`src/rtl/shell_pkg.sv`:
```
// shared definitions for the core control shell
// bridge register map, meaningful widths as typedefs,
// data-table slots, poller phases and video status bits

`default_nettype none

package shell_pkg;

  ////////////////////
  // widths

  typedef logic [31:0] bridge_word_t;
  typedef logic [7:0]  stick_axis_t;
  typedef logic [8:0]  stick_sum_t;
  typedef logic [23:0] rgb_t;
  typedef logic [9:0]  datatable_addr_t;
  typedef logic [3:0]  sram_size_t;
  typedef logic [2:0]  poll_phase_t;

  ////////////////////
  // bridge register map

  localparam bridge_word_t addr_soft_reset = 32'h0000_0050;
  localparam bridge_word_t addr_multitap   = 32'h0000_0100;
  localparam bridge_word_t addr_input_mode = 32'h0000_0104;
  localparam bridge_word_t addr_aim_speed  = 32'h0000_0108;
  localparam bridge_word_t addr_deadzone   = 32'h0000_010C;
  localparam bridge_word_t addr_video_mode = 32'h0000_0200;

  // kept short so simulation runs fast
  localparam bridge_word_t reset_hold_cycles = 32'd256;

  localparam stick_axis_t stick_center = 8'd128;

  ////////////////////
  // data table slots and poller phases

  localparam datatable_addr_t rom_size_slot_addr  = 10'd1;
  // slot index 1, times two plus one
  localparam datatable_addr_t sram_size_slot_addr = 10'd3;
  localparam int unsigned     sram_unit_shift     = 10;
  localparam poll_phase_t     poll_write_first    = 3'd5;
  localparam poll_phase_t     poll_capture_phase  = 3'd4;

  // end-of-line status word bits
  localparam int unsigned slot_pal_bit = 14;
  localparam int unsigned slot_43_bit  = 13;

endpackage

`default_nettype wire
```
`src/rtl/pocket_core_shell.sv`:
```
// top level of the core control shell
// bridge settings on the input side, stick and data-table
// processing, video formatting on the output side

`default_nettype none

module pocket_core_shell (
  input  wire                              clk_74a,
  input  wire                              pll_core_locked,

  // host bridge
  input  wire shell_pkg::bridge_word_t     bridge_addr,
  input  wire                              bridge_wr,
  input  wire shell_pkg::bridge_word_t     bridge_wr_data,

  // core options
  output wire                              core_reset,
  output wire                              multitap_enabled,
  output wire                              lightgun_enabled,
  output wire                              lightgun_type,
  output wire                              mouse_enabled,
  output wire shell_pkg::stick_axis_t      dpad_aim_speed,

  // player 1 stick
  input  wire shell_pkg::bridge_word_t     cont1_joy,
  output wire shell_pkg::stick_axis_t      p1_stick_x,
  output wire shell_pkg::stick_axis_t      p1_stick_y,

  // data table
  input  wire shell_pkg::sram_size_t       sram_size,
  input  wire shell_pkg::bridge_word_t     datatable_q,
  output wire shell_pkg::datatable_addr_t  datatable_addr,
  output wire                              datatable_wren,
  output wire shell_pkg::bridge_word_t     datatable_data,
  output wire shell_pkg::bridge_word_t     rom_file_size,

  // video
  input  wire                              h_blank,
  input  wire                              v_blank,
  input  wire                              hsync_in,
  input  wire                              vsync_in,
  input  wire shell_pkg::rgb_t             rgb_in,
  input  wire                              pal,
  output wire                              video_de,
  output wire                              video_hs,
  output wire                              video_vs,
  output wire shell_pkg::rgb_t             video_rgb
);

  import shell_pkg::*;

  wire stick_axis_t joystick_deadzone;
  wire              use_4_3_video;

  ////////////////////
  // input side

  bridge_settings i_bridge_settings (
    .clk_74a           (clk_74a),
    .pll_core_locked   (pll_core_locked),
    .bridge_addr       (bridge_addr),
    .bridge_wr         (bridge_wr),
    .bridge_wr_data    (bridge_wr_data),
    .core_reset        (core_reset),
    .multitap_enabled  (multitap_enabled),
    .lightgun_enabled  (lightgun_enabled),
    .lightgun_type     (lightgun_type),
    .mouse_enabled     (mouse_enabled),
    .dpad_aim_speed    (dpad_aim_speed),
    .joystick_deadzone (joystick_deadzone),
    .use_4_3_video     (use_4_3_video)
  );

  ////////////////////
  // processing

  stick_deadzone i_stick_deadzone (
    .clk_74a           (clk_74a),
    .pll_core_locked   (pll_core_locked),
    .joy_raw           (cont1_joy),
    .joystick_deadzone (joystick_deadzone),
    .stick_x           (p1_stick_x),
    .stick_y           (p1_stick_y)
  );

  datatable_poller i_datatable_poller (
    .clk_74a         (clk_74a),
    .pll_core_locked (pll_core_locked),
    .sram_size       (sram_size),
    .datatable_q     (datatable_q),
    .datatable_addr  (datatable_addr),
    .datatable_wren  (datatable_wren),
    .datatable_data  (datatable_data),
    .rom_file_size   (rom_file_size)
  );

  ////////////////////
  // output side

  video_frame_formatter i_video_frame_formatter (
    .clk_74a         (clk_74a),
    .pll_core_locked (pll_core_locked),
    .h_blank         (h_blank),
    .v_blank         (v_blank),
    .hsync_in        (hsync_in),
    .vsync_in        (vsync_in),
    .rgb_in          (rgb_in),
    .pal             (pal),
    .use_4_3_video   (use_4_3_video),
    .video_de        (video_de),
    .video_hs        (video_hs),
    .video_vs        (video_vs),
    .video_rgb       (video_rgb)
  );

endmodule

`default_nettype wire

```
`src/rtl/video_frame_formatter.sv`:
```
// core video to scaler format
// data enable from blanks, one-cycle sync pulses,
// and the status word in the first cycle after each active line

`default_nettype none

module video_frame_formatter (
  input  wire                    clk_74a,
  input  wire                    pll_core_locked,
  input  wire                    h_blank,
  input  wire                    v_blank,
  input  wire                    hsync_in,
  input  wire                    vsync_in,
  input  wire shell_pkg::rgb_t   rgb_in,
  input  wire                    pal,
  input  wire                    use_4_3_video,
  output logic                   video_de,
  output logic                   video_hs,
  output logic                   video_vs,
  output shell_pkg::rgb_t        video_rgb
);

  import shell_pkg::*;

  logic de;
  logic hs_prev;
  logic vs_prev;
  rgb_t slot_word;

  assign de = !(h_blank || v_blank);

  // end-of-line status word with only the two mode flags set
  always_comb begin
    slot_word              = '0;
    slot_word[slot_pal_bit] = pal;
    slot_word[slot_43_bit]  = use_4_3_video;
  end

  ////////////////////
  // output registers

  always_ff @(posedge clk_74a or negedge pll_core_locked) begin
    if (!pll_core_locked) begin
      video_de  <= 1'b0;
      video_hs  <= 1'b0;
      video_vs  <= 1'b0;
      video_rgb <= '0;
      hs_prev   <= 1'b0;
      vs_prev   <= 1'b0;
    end else begin
      video_de <= de;
      if (de) begin
        video_rgb <= rgb_in;
      end else if (video_de) begin
        // last pixel went out one cycle ago
        video_rgb <= slot_word;
      end else begin
        video_rgb <= '0;
      end

      // rising edge of each core sync
      video_hs <= hsync_in && !hs_prev;
      video_vs <= vsync_in && !vs_prev;

      hs_prev <= hsync_in;
      vs_prev <= vsync_in;
    end
  end

endmodule

`default_nettype wire

```
`src/rtl/datatable_poller.sv`:
```
// free-running data-table sequencer
// phases 0-4 read the rom size slot, phases 5-7 write the save size

`default_nettype none

module datatable_poller (
  input  wire                          clk_74a,
  input  wire                          pll_core_locked,
  input  wire shell_pkg::sram_size_t   sram_size,
  input  wire shell_pkg::bridge_word_t datatable_q,
  output shell_pkg::datatable_addr_t   datatable_addr,
  output logic                         datatable_wren,
  output shell_pkg::bridge_word_t      datatable_data,
  output shell_pkg::bridge_word_t      rom_file_size
);

  import shell_pkg::*;

  poll_phase_t  phase;
  bridge_word_t save_bytes;

  // header code to bytes, zero means no save ram
  assign save_bytes = (sram_size != '0) ?
                      bridge_word_t'(1) << (sram_unit_shift + sram_size) : '0;

  ////////////////////
  // phase counter and table port

  always_ff @(posedge clk_74a or negedge pll_core_locked) begin
    if (!pll_core_locked) begin
      phase          <= '0;
      datatable_addr <= '0;
      datatable_wren <= 1'b0;
      datatable_data <= '0;
    end else begin
      phase <= phase + 3'd1;
      if (phase >= poll_write_first) begin
        datatable_wren <= 1'b1;
        datatable_addr <= sram_size_slot_addr;
        datatable_data <= save_bytes;
      end else begin
        // read side, data keeps the last write value
        datatable_wren <= 1'b0;
        datatable_addr <= rom_size_slot_addr;
      end
    end
  end

  // rom size sampled once the read address has settled
  always_ff @(posedge clk_74a) begin
    if (phase == poll_capture_phase) begin
      rom_file_size <= datatable_q;
    end
  end

endmodule

`default_nettype wire

```
`src/rtl/stick_deadzone.sv`:
```
// deadzone calibration of one analog stick
// both axes snap to center when the stick sits inside the deadzone

`default_nettype none

module stick_deadzone (
  input  wire                          clk_74a,
  input  wire                          pll_core_locked,
  input  wire shell_pkg::bridge_word_t joy_raw,
  input  wire shell_pkg::stick_axis_t  joystick_deadzone,
  output shell_pkg::stick_axis_t       stick_x,
  output shell_pkg::stick_axis_t       stick_y
);

  import shell_pkg::*;

  stick_axis_t raw_x;
  stick_axis_t raw_y;
  stick_axis_t dist_x;
  stick_axis_t dist_y;
  stick_sum_t  dist_total;
  logic        outside;

  // lstick x in the low byte, y above it
  assign raw_x = joy_raw[7:0];
  assign raw_y = joy_raw[15:8];

  // distance from center, 128 at full low deflection
  assign dist_x = raw_x[7] ? {1'b0, raw_x[6:0]} : stick_center - {1'b0, raw_x[6:0]};
  assign dist_y = raw_y[7] ? {1'b0, raw_y[6:0]} : stick_center - {1'b0, raw_y[6:0]};

  assign dist_total = {1'b0, dist_x} + {1'b0, dist_y};
  assign outside    = dist_total > {1'b0, joystick_deadzone};

  always_ff @(posedge clk_74a or negedge pll_core_locked) begin
    if (!pll_core_locked) begin
      stick_x <= stick_center;
      stick_y <= stick_center;
    end else begin
      stick_x <= outside ? raw_x : stick_center;
      stick_y <= outside ? raw_y : stick_center;
    end
  end

endmodule

`default_nettype wire

```
`src/rtl/bridge_settings.sv`:
```
// bridge write decode into core option registers
// plus the soft-reset hold counter that drives core_reset

`default_nettype none

module bridge_settings (
  input  wire                      clk_74a,
  input  wire                      pll_core_locked,
  input  wire shell_pkg::bridge_word_t bridge_addr,
  input  wire                      bridge_wr,
  input  wire shell_pkg::bridge_word_t bridge_wr_data,
  output logic                     core_reset,
  output logic                     multitap_enabled,
  output logic                     lightgun_enabled,
  output logic                     lightgun_type,
  output logic                     mouse_enabled,
  output shell_pkg::stick_axis_t   dpad_aim_speed,
  output shell_pkg::stick_axis_t   joystick_deadzone,
  output logic                     use_4_3_video
);

  import shell_pkg::*;

  bridge_word_t hold_count;

  ////////////////////
  // soft reset hold

  always_ff @(posedge clk_74a or negedge pll_core_locked) begin
    if (!pll_core_locked) begin
      hold_count <= '0;
    end else if (bridge_wr && bridge_addr == addr_soft_reset) begin
      hold_count <= reset_hold_cycles;
    end else if (hold_count != '0) begin
      hold_count <= hold_count - 32'd1;
    end
  end

  // core held while the pll is unlocked or the hold runs
  assign core_reset = !pll_core_locked || (hold_count != '0);

  ////////////////////
  // option registers

  always_ff @(posedge clk_74a or negedge pll_core_locked) begin
    if (!pll_core_locked) begin
      multitap_enabled  <= 1'b0;
      lightgun_enabled  <= 1'b0;
      lightgun_type     <= 1'b0;
      mouse_enabled     <= 1'b0;
      dpad_aim_speed    <= '0;
      joystick_deadzone <= '0;
      use_4_3_video     <= 1'b0;
    end else if (bridge_wr) begin
      case (bridge_addr)
        addr_multitap: begin
          multitap_enabled <= bridge_wr_data[0];
        end
        addr_input_mode: begin
          lightgun_enabled <= bridge_wr_data[0];
          lightgun_type    <= bridge_wr_data[1];
          mouse_enabled    <= bridge_wr_data[2];
        end
        addr_aim_speed: begin
          dpad_aim_speed <= bridge_wr_data[7:0];
        end
        addr_deadzone: begin
          joystick_deadzone <= bridge_wr_data[7:0];
        end
        addr_video_mode: begin
          use_4_3_video <= bridge_wr_data[0];
        end
        default: begin
          // other addresses leave the options alone
        end
      endcase
    end
  end

endmodule

`default_nettype wire

```
`config.mk`:
```
export PLATFORM = sky130hd
export DESIGN_NAME = pocket_core_shell
export DESIGN_NICKNAME = d
export VERILOG_FILES = /design/src/rtl/shell_pkg.sv /design/src/rtl/pocket_core_shell.sv /design/src/rtl/video_frame_formatter.sv /design/src/rtl/datatable_poller.sv /design/src/rtl/stick_deadzone.sv /design/src/rtl/bridge_settings.sv
export SDC_FILE = /design/constraint.sdc
export NUM_CORES = 1
export LEC_CHECK = 0
export BUFFER_PORTS_ARGS = -buffer_cell sky130_fd_sc_hd__buf_4
export CAP_MARGIN = 20
export CORE_AREA = 2 2 148 178
export CTS_CLUSTER_DIAMETER = 30
export DETAILED_ROUTE_END_ITERATION = 8
export DIE_AREA = 0 0 150 180
export PLACE_DENSITY_LB_ADDON = 0.25
export SKIP_CTS_REPAIR_TIMING = 1
export SLEW_MARGIN = 20
export SYNTH_ARGS = -nofsm -noshare
export SYNTH_HDL_FRONTEND = slang
export SYNTH_SLANG_ARGS = --single-unit
```
`constraint.sdc`:
```
create_clock -name clk_74a -period 2.8 [get_ports clk_74a]
set_input_delay 0 -clock clk_74a [delete_from_list [all_inputs] [get_ports clk_74a]]
set_output_delay 0 -clock clk_74a [all_outputs]
set_load 0.03 [all_outputs]
```
==> qor.yml <==
run_status:
  status: "complete, no violations"
critical_path:
  worstSetupPathType: "in2reg"
  required_ns: 3.14
  crit_start: "cont1_joy[8]"
  cp-end-kind: "flip-flop"
  rr_startpoint: "i_bridge_settings.hold_count[16]"
  cp.arrival_ns: 2.94
  cp_max_fo: 16
  ff2ff_path_depth: 5
  startpoint_type: "input port"
floorplanning:
  core_sq_mm: 0.02530
  die_w_microns: 150
  rows: 64
  die-area_sq_mm: 0.02700
  die_y_microns: 180
  io_pins: 295
  start_util: 0.2950
logic_synthesis:
  ys_seq_area_frac: 0.5815
  synth_top_flop_cell: "dfrtp_1"
  avgSynthCellArea_sq_um: 11.74
  yosysWarnings: 0
  async_flop_share: 0.8084
  synth.area.top_cells: "dfrtp_1 45%, edfxtp_1 13%, ha_1 3.9%"
  synth.top_cell.area_share: 0.4458
  ys_top_cells_by_count: "133 x dfrtp_1, 56 x nand2_1, 42 x nor2_1, 32 x edfxtp_1, 30 x inv_1"
  synthMostInstantiatedCell: "dfrtp_1"
  synth_seq_cells: 167
  synth_top_cell_by_area: "dfrtp_1"
  syn_inst: 636
  syn-cell-area_sq_mm: 0.007466
  synthDistinctLibCells: 68
  synth_edf_count: 32
route:
  drc_errors: 0
  met2_length_microns: 10130
  vias_per_cell: 4.541
  drt-initial-drc-count: 189
  wl_met3_microns: 1026
  drt_wl_total_microns: 19620
  vias: 6131
  wl_per_cell_microns: 14.53
  antenna_left: 0
  routed.top_layer: "met4"
  drtPass1Iterations: 4
  drt-met1-wl_microns: 8022
final_layout:
  final_nets: 1194
  area_delta_synth_final_pct: 53.73
  final_util: 0.4536
  final_cells: 1350
  design_area_sq_mm: 0.01148
  drive_above_1_share: 0.3562
timing:
  finalHoldViolations: 0
  finalClockSkew_ns: 0.008127
  holdWs_ns: 0.008733
  worst_pin_slew_ns: 0.7751
  period_share: 0.9266
  slew_headroom: 0.4785
  worst_slack_ns: 0.2055
  rsz0062_at_grt: "false"
  drv_slew: 0
  fmax_mhz: 385.4
  finalCriticalPeriod_ns: 2.594
  setup-violations-final: 0
  setup_tns_ns: 0
global_routing:
  overflow: 0
  grt_usage: 0.1426
  antenna_found_initial: 1
  first_global_vias: 5782
  grt_pass1_wl_microns: 30220
  grt_max_degree: 62
pwr:
  p_total_mw: 6.480
  p_leak_nw: 5.244
  vdd_drop_max_mv: 0.4273
  pwr_density_cell_mw_per_mm2: 564.6
clock_network:
  cts.path.max_buffers: 2
  cts-root-buf: "clkbuf_16"
  clk_latency_ns: 0.43
  clkTransAtPathRegs_ns: 0.06
  cts_buffers: 17
  cts_tree: "built"
  htreeDepth: 4
  numClockSinks: 167
placement:
  port-buffer-count: 246
  gp_congestion: 0.7770
  hpwl_microns: 14340
  place_area_sq_mm: 0.009936
  dp.cells: 1226
  dp_slack_ns: -0.2337
min_path:
  hp-class: "in2reg"
  hp-start: "bridge_addr[4]"
  holdPathStages: 4
run:
  drv_cap: 0
## routing by layer
layer  track usage  vias up
met1        0.1689     2937
met3       0.03756       23
met2        0.2462      168
li1              -     3003
met4       0.05283        0
met5             0        -
## sequential cells by signal (all words and copies together) (netlist names), 2 cells and up
signal / count
i_bridge_settings.hold_count: 32
i_datatable_poller.datatable_data: 32
i_datatable_poller.rom_file_size: 32
i_video_frame_formatter.video_rgb: 24
i_bridge_settings.dpad_aim_speed: 8
i_bridge_settings.joystick_deadzone: 8
i_stick_deadzone.stick_x: 8
i_stick_deadzone.stick_y: 8
i_datatable_poller.phase: 3
i_datatable_poller.datatable_addr: 2
## cell families (layout without fill, tap and decap cells)
| logic type | Yosys count | in the layout | share of synthesized area |
|---|---|---|---|
| AOI/OAI and AO/OA | 113 | 113 | 0.1094 |
| xor gates and xnor gates | 27 | 27 | 0.03167 |
| adders and majority gates | 24 | 24 | 0.04123 |
| buffers and inverters | 58 | 434 | 0.03503 |
| DFF | 167 | 167 | 0.5815 |
| muxes | 25 | 25 | 0.03737 |
| other | 2 | 10 | 0.001006 |
| and+or+nand+nor | 220 | 220 | 0.1627 |
## worst paths after layout
check                                                          to  slack (ns)
min in group asynchronous   i_video_frame_formatter.video_rgb[16]        0.12
max reg2reg                       i_bridge_settings.hold_count[9]        0.37
min reg2reg                      i_video_frame_formatter.video_vs        0.40
min                               i_bridge_settings.use_4_3_video       0.009
max in group asynchronous  i_bridge_settings.joystick_deadzone[2]        1.84
max                                   i_stick_deadzone.stick_y[5]        0.21
## area by class of cell
cell class / instances / area (sq um)
diodes: 1 / 2.502
inverters: 30 / 112.6
well taps: 330 / 412.9
repair buffers: 372 / 3049
clock buffers: 19 / 432.9
clock inverters: 13 / 188.9
fillers: 2406 / 13830
flip-flops and latches: 167 / 4342
multi-input cells: 418 / 2937
## placed cells by master (no fill, tap or decap), types with 5 or more instances in the layout
master / count
xor2_1: 8
clkbuf_16: 17
a21oi_1: 19
o41ai_1: 5
nand2b_1: 7
and2_1: 26
nand3_1: 8
conb_1: 9
buf_4: 278
dfrtp_1: 133
xnor2_1: 19
ha_1: 23
o21ai_0: 21
a21boi_0: 6
nor4_1: 17
dlygate4sd3_1: 91
mux2_2: 23
edfxtp_1: 32
o21a_1: 6
or4_1: 9
o211ai_1: 6
or3_1: 6
a22o_1: 12
nor3_1: 13
nor2_1: 42
a21o_1: 6
inv_1: 30
nand2_1: 56
## critical path, cell delays in order
cell,delay (ns)
buf_4,0.09
inv_1,0.05
ha_1,0.27
mux2_2,0.29
ha_1,0.30
a21o_1,0.20
nand2_1,0.07
a21oi_1,0.09
o41ai_1,0.31
xnor2_1,0.18
ha_1,0.28
nand3_1,0.12
nor2_1,0.05
a22oi_1,0.22
a21oi_2,0.10
buf_12,0.15
a21boi_0,0.17
## power breakdown
part	switching (mW)	internal, mW	leakage [nW]	total, mW
clock network	1.03	1.44	0.299	2.46
logic	0.732	0.630	2.95	1.36
registers	0.0419	2.61	2.00	2.65
total	1.80	4.68	5.24	6.48
Power figures use the tool's default switching activity.
